### config.mk
export PLATFORM = sky130hd
export DESIGN_NAME = motorPwmTop
export DESIGN_NICKNAME = d
export VERILOG_FILES = /design/src/source/motorPwmPkg.sv /design/src/source/motorCmdDecoder.sv /design/src/source/motorPwmTop.sv /design/src/source/pwmLossMonitor.sv /design/src/source/pwmPulseGenerator.sv /design/src/source/stepSequencer.sv
export VERILOG_INCLUDE_DIRS = /design/src /design/src/include
export SDC_FILE = /design/constraint.sdc
export NUM_CORES = 1
export LEC_CHECK = 0
export BUFFER_PORTS_ARGS = -buffer_cell sky130_fd_sc_hd__buf_2
export CAP_MARGIN = 20
export CORE_MARGIN = 2
export CORE_UTILIZATION = 31
export CTS_CLUSTER_DIAMETER = 40
export CTS_CLUSTER_SIZE = 40
export DETAILED_ROUTE_END_ITERATION = 12
export PLACE_DENSITY = 0.46
export SLEW_MARGIN = 20
export SYNTH_ARGS = -nofsm -noshare
export SYNTH_HDL_FRONTEND = slang
export SYNTH_HIERARCHICAL = 1
export SYNTH_SLANG_ARGS = --single-unit
### constraint.sdc
create_clock -name clk -period 13.05 [get_ports clk]
set_clock_uncertainty 0.05 [all_clocks]
set_input_delay 1.305 -clock clk [delete_from_list [all_inputs] [get_ports clk]]
set_output_delay 1.305 -clock clk [all_outputs]
set_load 0.01 [all_outputs]
### src/include/motorPwm_consts.svh
`ifndef MOTORPWM_CONSTS_SVH
`define MOTORPWM_CONSTS_SVH

// period length, minimum width and per-period amount
`define MP_LEN_W 12

// carry and per-step totals
`define MP_SUM_W 16

// steps in one electrical cycle, the first half drives the high side
`define MP_STEPS 12

// periods-per-step count
`define MP_PERIODS_W 8

// configuration after reset
`define MP_DEF_LEN 256
`define MP_DEF_MIN 32
`define MP_DEF_AMOUNT 0
`define MP_DEF_PERIODS 4

`endif

### src/source/motorPwmPkg.sv
package motorPwmPkg;

`include "motorPwm_consts.svh"

    // host command opcodes
    typedef enum logic [2:0] {
        SET_PERIOD       = 3'd0,
        SET_MIN_WIDTH    = 3'd1,
        SET_AMOUNT       = 3'd2,
        SET_STEP_PERIODS = 3'd3,
        START            = 3'd4,
        STOP             = 3'd5
    } opcodeT;

    typedef enum logic {
        IDLE = 1'b0,
        RUN  = 1'b1
    } seqStateT;

    typedef struct packed {
        opcodeT      opcode;
        logic [15:0] data;
    } commandT;

    typedef struct packed {
        logic [`MP_LEN_W-1:0]     periodLen;
        logic [`MP_LEN_W-1:0]     minWidth;
        logic [`MP_LEN_W-1:0]     amount;
        logic [`MP_PERIODS_W-1:0] stepPeriods;
    } configT;

    // per-cycle flags from the step sequencer
    typedef struct packed {
        logic       running;
        logic       periodStart;
        logic       stepFirst;
        logic       stepLast;
        logic [3:0] step;
        logic       highSide;
    } timingT;

    // end-of-step loss report
    typedef struct packed {
        logic [3:0]           step;
        logic [`MP_SUM_W-1:0] wantSum;
        logic [`MP_SUM_W-1:0] realSum;
        logic [`MP_SUM_W-1:0] lost;
    } reportT;

endpackage

### src/source/motorCmdDecoder.sv
`timescale 1ns/1ns
`include "motorPwm_consts.svh"

module motorCmdDecoder (
    input  logic                 clk,
    input  logic                 reset,
    input  motorPwmPkg::commandT cmd,
    input  logic                 cmdValid,
    output logic                 cmdReady,
    input  logic                 stepLast,
    output motorPwmPkg::configT  cfg,
    output logic                 run
);

    logic accept;
    logic timingOp;
    logic active;
    logic stepLastQ;

    // writes that change the step timing
    assign timingOp = (cmd.opcode == motorPwmPkg::SET_PERIOD) ||
                      (cmd.opcode == motorPwmPkg::SET_STEP_PERIODS);

    // while the sequencer runs these wait for the first cycle of the next step
    assign cmdReady = !(cmdValid && active && timingOp) || stepLastQ;
    assign accept   = cmdValid && cmdReady;

    always_ff @(posedge clk) begin
        if (reset) begin
            cfg.periodLen   <= `MP_DEF_LEN;
            cfg.minWidth    <= `MP_DEF_MIN;
            cfg.amount      <= `MP_DEF_AMOUNT;
            cfg.stepPeriods <= `MP_DEF_PERIODS;
            run             <= 1'b0;
        end else if (accept) begin
            case (cmd.opcode)
                motorPwmPkg::SET_PERIOD: begin
                    cfg.periodLen <= cmd.data[`MP_LEN_W-1:0];
                end
                motorPwmPkg::SET_MIN_WIDTH: begin
                    cfg.minWidth <= cmd.data[`MP_LEN_W-1:0];
                end
                motorPwmPkg::SET_AMOUNT: begin
                    cfg.amount <= cmd.data[`MP_LEN_W-1:0];
                end
                motorPwmPkg::SET_STEP_PERIODS: begin
                    cfg.stepPeriods <= cmd.data[`MP_PERIODS_W-1:0];
                end
                motorPwmPkg::START: begin
                    run <= 1'b1;
                end
                motorPwmPkg::STOP: begin
                    run <= 1'b0;
                end
                default: begin
                end
            endcase
        end
    end

    // follows the sequencer, busy from START until a step ends with run low
    always_ff @(posedge clk) begin
        if (reset) begin
            active    <= 1'b0;
            stepLastQ <= 1'b0;
        end else begin
            stepLastQ <= stepLast;
            if (accept && cmd.opcode == motorPwmPkg::START) begin
                active <= 1'b1;
            end else if (stepLast && !run) begin
                active <= 1'b0;
            end
        end
    end

    // timing fields change only right after a step boundary while running
    cfgHeldInStep: assert property (@(posedge clk) disable iff (reset)
        (active && !stepLastQ) |=> ($stable(cfg.periodLen) && $stable(cfg.stepPeriods)));

endmodule

### src/source/motorPwmTop.sv
`timescale 1ns/1ns
`include "motorPwm_consts.svh"

module motorPwmTop (
    input  logic                 clk,
    input  logic                 reset,
    input  motorPwmPkg::commandT cmd,
    input  logic                 cmdValid,
    output logic                 cmdReady,
    output logic                 pwm,
    output motorPwmPkg::reportT  report,
    output logic                 resValid,
    input  logic                 resReady,
    output logic                 overrun
);

    motorPwmPkg::configT  cfg;
    motorPwmPkg::timingT  timing;
    logic                 run;
    logic                 periodDone;
    logic [`MP_LEN_W-1:0] width;
    logic [`MP_LEN_W-1:0] amount;

    // decode
    motorCmdDecoder i_motorCmdDecoder (
        .clk      (clk),
        .reset    (reset),
        .cmd      (cmd),
        .cmdValid (cmdValid),
        .cmdReady (cmdReady),
        .stepLast (timing.stepLast),
        .cfg      (cfg),
        .run      (run)
    );

    // execute
    stepSequencer i_stepSequencer (
        .clk    (clk),
        .reset  (reset),
        .cfg    (cfg),
        .run    (run),
        .timing (timing)
    );

    pwmPulseGenerator i_pwmPulseGenerator (
        .clk        (clk),
        .reset      (reset),
        .cfg        (cfg),
        .timing     (timing),
        .pwm        (pwm),
        .periodDone (periodDone),
        .width      (width),
        .amount     (amount)
    );

    // result
    pwmLossMonitor i_pwmLossMonitor (
        .clk        (clk),
        .reset      (reset),
        .timing     (timing),
        .periodDone (periodDone),
        .width      (width),
        .amount     (amount),
        .report     (report),
        .resValid   (resValid),
        .resReady   (resReady),
        .overrun    (overrun)
    );

endmodule

### src/source/pwmLossMonitor.sv
`timescale 1ns/1ns
`include "motorPwm_consts.svh"

module pwmLossMonitor (
    input  logic                 clk,
    input  logic                 reset,
    input  motorPwmPkg::timingT  timing,
    input  logic                 periodDone,
    input  logic [`MP_LEN_W-1:0] width,
    input  logic [`MP_LEN_W-1:0] amount,
    output motorPwmPkg::reportT  report,
    output logic                 resValid,
    input  logic                 resReady,
    output logic                 overrun
);

    localparam int PAD_W = `MP_SUM_W - `MP_LEN_W;

    logic [`MP_SUM_W-1:0] wantAcc;
    logic [`MP_SUM_W-1:0] realAcc;
    logic [`MP_SUM_W-1:0] wantNow;
    logic [`MP_SUM_W-1:0] realNow;
    logic                 canLoad;

    // totals including a period that closes in this very cycle
    assign wantNow = wantAcc + (periodDone ? {{PAD_W{1'b0}}, amount} : {`MP_SUM_W{1'b0}});
    assign realNow = realAcc + (periodDone ? {{PAD_W{1'b0}}, width} : {`MP_SUM_W{1'b0}});

    // the report slot is free or is handed over in this cycle
    assign canLoad = !resValid || resReady;

    always_ff @(posedge clk) begin
        if (reset) begin
            wantAcc  <= '0;
            realAcc  <= '0;
            resValid <= 1'b0;
            overrun  <= 1'b0;
        end else begin
            if (timing.stepLast) begin
                wantAcc <= '0;
                realAcc <= '0;
            end else if (periodDone) begin
                wantAcc <= wantNow;
                realAcc <= realNow;
            end
            if (timing.stepLast && canLoad) begin
                resValid <= 1'b1;
            end else if (resReady) begin
                resValid <= 1'b0;
            end
            // sticky, the dropped report is gone for good
            if (timing.stepLast && !canLoad) begin
                overrun <= 1'b1;
            end
        end
    end

    always_ff @(posedge clk) begin
        if (timing.stepLast && canLoad) begin
            report.step    <= timing.step;
            report.wantSum <= wantNow;
            report.realSum <= realNow;
            report.lost    <= wantNow - realNow;
        end
    end

endmodule

### src/source/pwmPulseGenerator.sv
`timescale 1ns/1ns
`include "motorPwm_consts.svh"

module pwmPulseGenerator (
    input  logic                 clk,
    input  logic                 reset,
    input  motorPwmPkg::configT  cfg,
    input  motorPwmPkg::timingT  timing,
    output logic                 pwm,
    output logic                 periodDone,
    output logic [`MP_LEN_W-1:0] width,
    output logic [`MP_LEN_W-1:0] amount
);

    localparam int PAD_W = `MP_SUM_W - `MP_LEN_W;

    logic [`MP_SUM_W-1:0] carry;
    logic [`MP_SUM_W-1:0] carryIn;
    logic [`MP_SUM_W-1:0] pending;
    logic [`MP_SUM_W-1:0] minWide;
    logic [`MP_SUM_W-1:0] capWide;
    logic [`MP_LEN_W-1:0] capLen;
    logic [`MP_LEN_W-1:0] capNow;
    logic [`MP_LEN_W-1:0] widthNext;
    logic [`MP_LEN_W-1:0] pulseCnt;
    logic                 fits;

    // a new step starts from an empty carry
    assign carryIn = timing.stepFirst ? {`MP_SUM_W{1'b0}} : carry;
    assign pending = carryIn + {{PAD_W{1'b0}}, cfg.amount};

    // longest pulse that still leaves one low cycle in the period
    assign capNow  = timing.stepFirst ? cfg.periodLen - 1'b1 : capLen;
    assign capWide = {{PAD_W{1'b0}}, capNow};
    assign minWide = {{PAD_W{1'b0}}, cfg.minWidth};

    // below the minimum nothing is emitted and the whole sum is deferred
    assign fits = (pending >= minWide);

    always_comb begin
        if (!fits) begin
            widthNext = '0;
        end else if (pending > capWide) begin
            widthNext = capNow;
        end else begin
            widthNext = pending[`MP_LEN_W-1:0];
        end
    end

    always_ff @(posedge clk) begin
        if (reset) begin
            carry      <= '0;
            pulseCnt   <= '0;
            periodDone <= 1'b0;
        end else begin
            periodDone <= timing.periodStart;
            if (timing.periodStart) begin
                // what did not fit in this period moves on to the next one
                carry    <= pending - {{PAD_W{1'b0}}, widthNext};
                pulseCnt <= widthNext;
            end else if (pulseCnt != '0) begin
                pulseCnt <= pulseCnt - 1'b1;
            end
        end
    end

    always_ff @(posedge clk) begin
        if (timing.periodStart) begin
            width  <= widthNext;
            amount <= cfg.amount;
        end
        if (timing.stepFirst) begin
            capLen <= cfg.periodLen - 1'b1;
        end
    end

    // high for width cycles from the cycle after periodStart
    assign pwm = (pulseCnt != '0);

    // every pulse is over before the next period begins
    pulseInPeriod: assert property (@(posedge clk) disable iff (reset)
        timing.periodStart |-> (pulseCnt == '0));

endmodule

### src/source/stepSequencer.sv
`timescale 1ns/1ns
`include "motorPwm_consts.svh"

module stepSequencer (
    input  logic                clk,
    input  logic                reset,
    input  motorPwmPkg::configT cfg,
    input  logic                run,
    output motorPwmPkg::timingT timing
);

    motorPwmPkg::seqStateT    state;
    logic [`MP_LEN_W-1:0]     periodCnt;
    logic [`MP_PERIODS_W-1:0] periodIdx;
    logic [3:0]               step;
    logic [`MP_LEN_W-1:0]     lenQ;
    logic [`MP_PERIODS_W-1:0] periodsQ;
    logic                     startQ;
    logic                     active;
    logic                     periodLast;
    logic                     stepEnd;
    logic                     stepLast;

    // a run request seen in IDLE is already the first cycle of step 0
    assign active     = (state == motorPwmPkg::RUN) || run;
    assign periodLast = (periodCnt == '0);
    assign stepEnd    = (periodIdx == periodsQ - 1'b1);
    assign stepLast   = active && periodLast && stepEnd;

    always_ff @(posedge clk) begin
        if (reset) begin
            state     <= motorPwmPkg::IDLE;
            startQ    <= 1'b1;
            periodCnt <= '0;
            periodIdx <= '0;
            step      <= '0;
        end else if (!active || (stepLast && !run)) begin
            // idle, or stopped at a step boundary: keep step 0 preloaded
            state     <= motorPwmPkg::IDLE;
            startQ    <= 1'b1;
            periodCnt <= cfg.periodLen - 1'b1;
            periodIdx <= '0;
            step      <= '0;
        end else begin
            state  <= motorPwmPkg::RUN;
            startQ <= periodLast;
            if (!periodLast) begin
                periodCnt <= periodCnt - 1'b1;
            end else if (stepEnd) begin
                periodCnt <= cfg.periodLen - 1'b1;
                periodIdx <= '0;
                step      <= (step == `MP_STEPS - 1) ? 4'd0 : step + 1'b1;
            end else begin
                periodCnt <= lenQ - 1'b1;
                periodIdx <= periodIdx + 1'b1;
            end
        end
    end

    // period length and step length are taken once per step
    always_ff @(posedge clk) begin
        if (!active || stepLast) begin
            lenQ     <= cfg.periodLen;
            periodsQ <= cfg.stepPeriods;
        end
    end

    assign timing.running     = active;
    assign timing.periodStart = active && startQ;
    assign timing.stepFirst   = active && startQ && (periodIdx == '0);
    assign timing.stepLast    = stepLast;
    assign timing.step        = step;
    assign timing.highSide    = (step < `MP_STEPS / 2);

    stepInRange: assert property (@(posedge clk) disable iff (reset)
        step < `MP_STEPS);

    // the period counter never runs past the latched period length
    periodInRange: assert property (@(posedge clk) disable iff (reset)
        timing.running |-> (periodCnt < lenQ));

endmodule

==> results.md <==
- Grt met3 use: 0.0241
- Top cell family by delay on the critical path: compound AO/OA/AOI/OAI gates
- CP bufs+invs: 5
- Die Area: 47800 sq um
- Pre-Repair DR Iteration Count: 5
- N_diodes: 0
- Largest net degree at the start of global routing: 63
- Final Hold Fails: 0
- Syn_nets: 1620
- Core ar.: 45400 sq um
- First-pass GRT wire length: 57400 um
- Die width: 219 um
- Int Power: 0.00228 W
- Worst Setup End Kind: flip-flop
- Setup TNS: 0 ns
- Outcome: completed
- Hold-fix buffers, CTS: 0
- Worst vdd ir: 0.000167 V
- Min setup slack post-route: 4.39 ns
- Initial Util: 0.315
- Sw power: 0.00134 W
- Avg Vias per Cell: 4.92
- Die Y: 219 um
- GRT Total Usage: 0.151
- Layout cells sized above 1: 0.139
- Worst path slowest cell: dfxtp_1
- Mapped Area: 14300 sq um
- Routed vias: 10900
- CTS H-Tree Depth: 2
- GPL Wtd Cong: 0.789
- MaxCap Viol Count: 0
- Slew margin rel.: 0.417
- FP Rows: 78
- Worst-Margin Slew: 0.872 ns
- DR DRC count: 0
- CTS tree: yes
- FF/Latch Area: 5850 sq um
- Routed WL: 35400 um
- Unrepaired setup endpoints after global routing: false
- Worst Path Max Fanout: 44
- Fin. max-slew vios: 0
- Busiest grt layer: met2
- Net Sw Frac: 0.371
- Syn Area/Cell: 9.50 sq um
- Power Dens Cells: 214 nW/um^2
- Final setup violation count: 0
- # IOs: 79
- Post-Synthesis Cells: 1503
- CTS Buf Count: 47
- Highest clock rate: 0.115 GHz
- Antenna violations before repair: 1
- Number of global-route vias before repair: 10700
- Post-CTS Setup Inserts: 0
- Tightest Hold Check Type: flip-flop to flip-flop
- Comb pwr share: 0.408
- WP data required: 13.43 ns
- P_leak: 6.89 nW
- Area Overhead vs Synth: 18.3%
- Routed Antenna Nets: 0
- Fill cells: 4600
- M1 GR Usage: 0.206
- Dpl ws: 4.49 ns
- # nets final: 1701
- Port Buffers: 74
- Clock share of power: 0.339
- Sequential share of power: 0.254
- Met2 Usage GRT: 0.240
- Clk pin slew, worst setup/hold paths: 0.05 ns
- Final min period: 8.66 ns
- Critical path type: flip-flop to flip-flop
- Clock Root Buffer: clkbuf_16
- Max stage delay on crit path: 0.49 ns
- DP Wirelength: 26400 um
- Clock sink count: 244
- Startpoint Class: flip-flop
- Worst-case clock buffer depth: 3
- Drt initial violations: 610
- Ys Warns: 6
- Grt ovf: 0
- Tcrit/Tclk final: 0.664
- Worst endpoint data arrival time: 9.04 ns
- Clock Latency Late Sink: 0.59 ns
- CTS resizes: 0
- Average wire per standard cell: 15.9 um
- Most used cell, CP: a21oi_1
- Multi-input gate area: 7910 sq um
==> power groups by stage <==
stage / combinational [W] / sequential (W) / clock (W)
CTS: 0.00148 / 0.000918 / 0.00126
global placement: 0.00146 / 0.000932 / 0
finish: 0.00148 / 0.000918 / 0.00123
detailed placement: 0.00147 / 0.000934 / 0
floorplan: 0.00117 / 0.000919 / 0
global route: 0.00167 / 0.000925 / 0.00129
==> metal layers <==
layer  share of wire  routed length, um  vias up
met3           0.043               1530       55
met1            0.49              17200     5102
li1                -                  -     5553
met5               0                  0        -
met4           0.026                920        0
met2            0.44              15700      226
==> worst reg2reg max path, delay by kind of cell, from the launching register on <==
family	cells	cell delay (ns)
AOI/OAI and AO/OA	18	3.69
xor gates and xnor gates	2	0.46
adders and majority gates	4	1.23
buffers and inverters	5	1.15
DFF	1	0.49
muxes	1	0.21
and+or+nand+nor	7	1.22
==> state kept, by name, summed over array words and instances (netlist names), 4 cells and up <==
register / count
i_pwmLossMonitor/realAcc: 16
i_pwmPulseGenerator/capLen: 12
i_pwmPulseGenerator/carry: 16
i_stepSequencer/periodIdx: 8
i_pwmPulseGenerator/amount: 12
i_pwmLossMonitor/report: 52
i_stepSequencer/lenQ: 12
i_pwmLossMonitor/wantAcc: 16
i_stepSequencer/step: 4
i_pwmPulseGenerator/pulseCnt: 12
i_stepSequencer/periodCnt: 12
i_motorCmdDecoder/cfg: 44
i_stepSequencer/periodsQ: 8
i_pwmPulseGenerator/width: 12
==> path summary, 6_finish.rpt <==
path | from | endpoint | slack [ns] | cells after the start
worst max-delay path | i_motorCmdDecoder/run | i_pwmPulseGenerator/carry[14] | 4.39 | 37
worst min-delay path | i_motorCmdDecoder/cfg[4] | i_stepSequencer/periodsQ[4] | 0.37 | 0
worst max register to register | i_motorCmdDecoder/run | i_pwmPulseGenerator/carry[14] | 4.39 | 37
worst min register to register | i_motorCmdDecoder/cfg[4] | i_stepSequencer/periodsQ[4] | 0.37 | 0
==> metrics by stage <==
| step | instances | power, W | area [sq um] | utilization | hold WS [ns] |
|---|---|---|---|---|---|
| after floorplan | 1503 | 0.00208 | 14300 | - | 0.359 |
| after detailed placement | 2135 | 0.00240 | 15300 | 0.336 | 0.368 |
| after CTS | 2223 | 0.00366 | 16900 | 0.372 | 0.379 |
| after global placement | 2135 | 0.00240 | 15300 | 0.336 | 0.364 |
| final | 2223 | 0.00362 | 16900 | 0.372 | 0.375 |
| after global routing | 2223 | 0.00389 | 16900 | 0.372 | 0.390 |
==> layout make-up <==
class	count	share of cell area
inverter	85	0.0189
multi-input combinational	1123	0.468
timing repair buffer	83	0.0259
sequential	244	0.346
clock inverter	32	0.0221
clock buffer	56	0.0746
tap	600	0.0444
==> cell usage in the layout, fill, tap and decap left out, drive strengths merged, types with 56 or more instances in the layout <==
master	count
a21oi	94
buf	83
clkbuf	56
dfxtp	148
edfxtp	96
ha	89
inv	102
mux2i	60
nand2	119
nor2	139
xnor2	77
(Power assumes the default switching activity.)
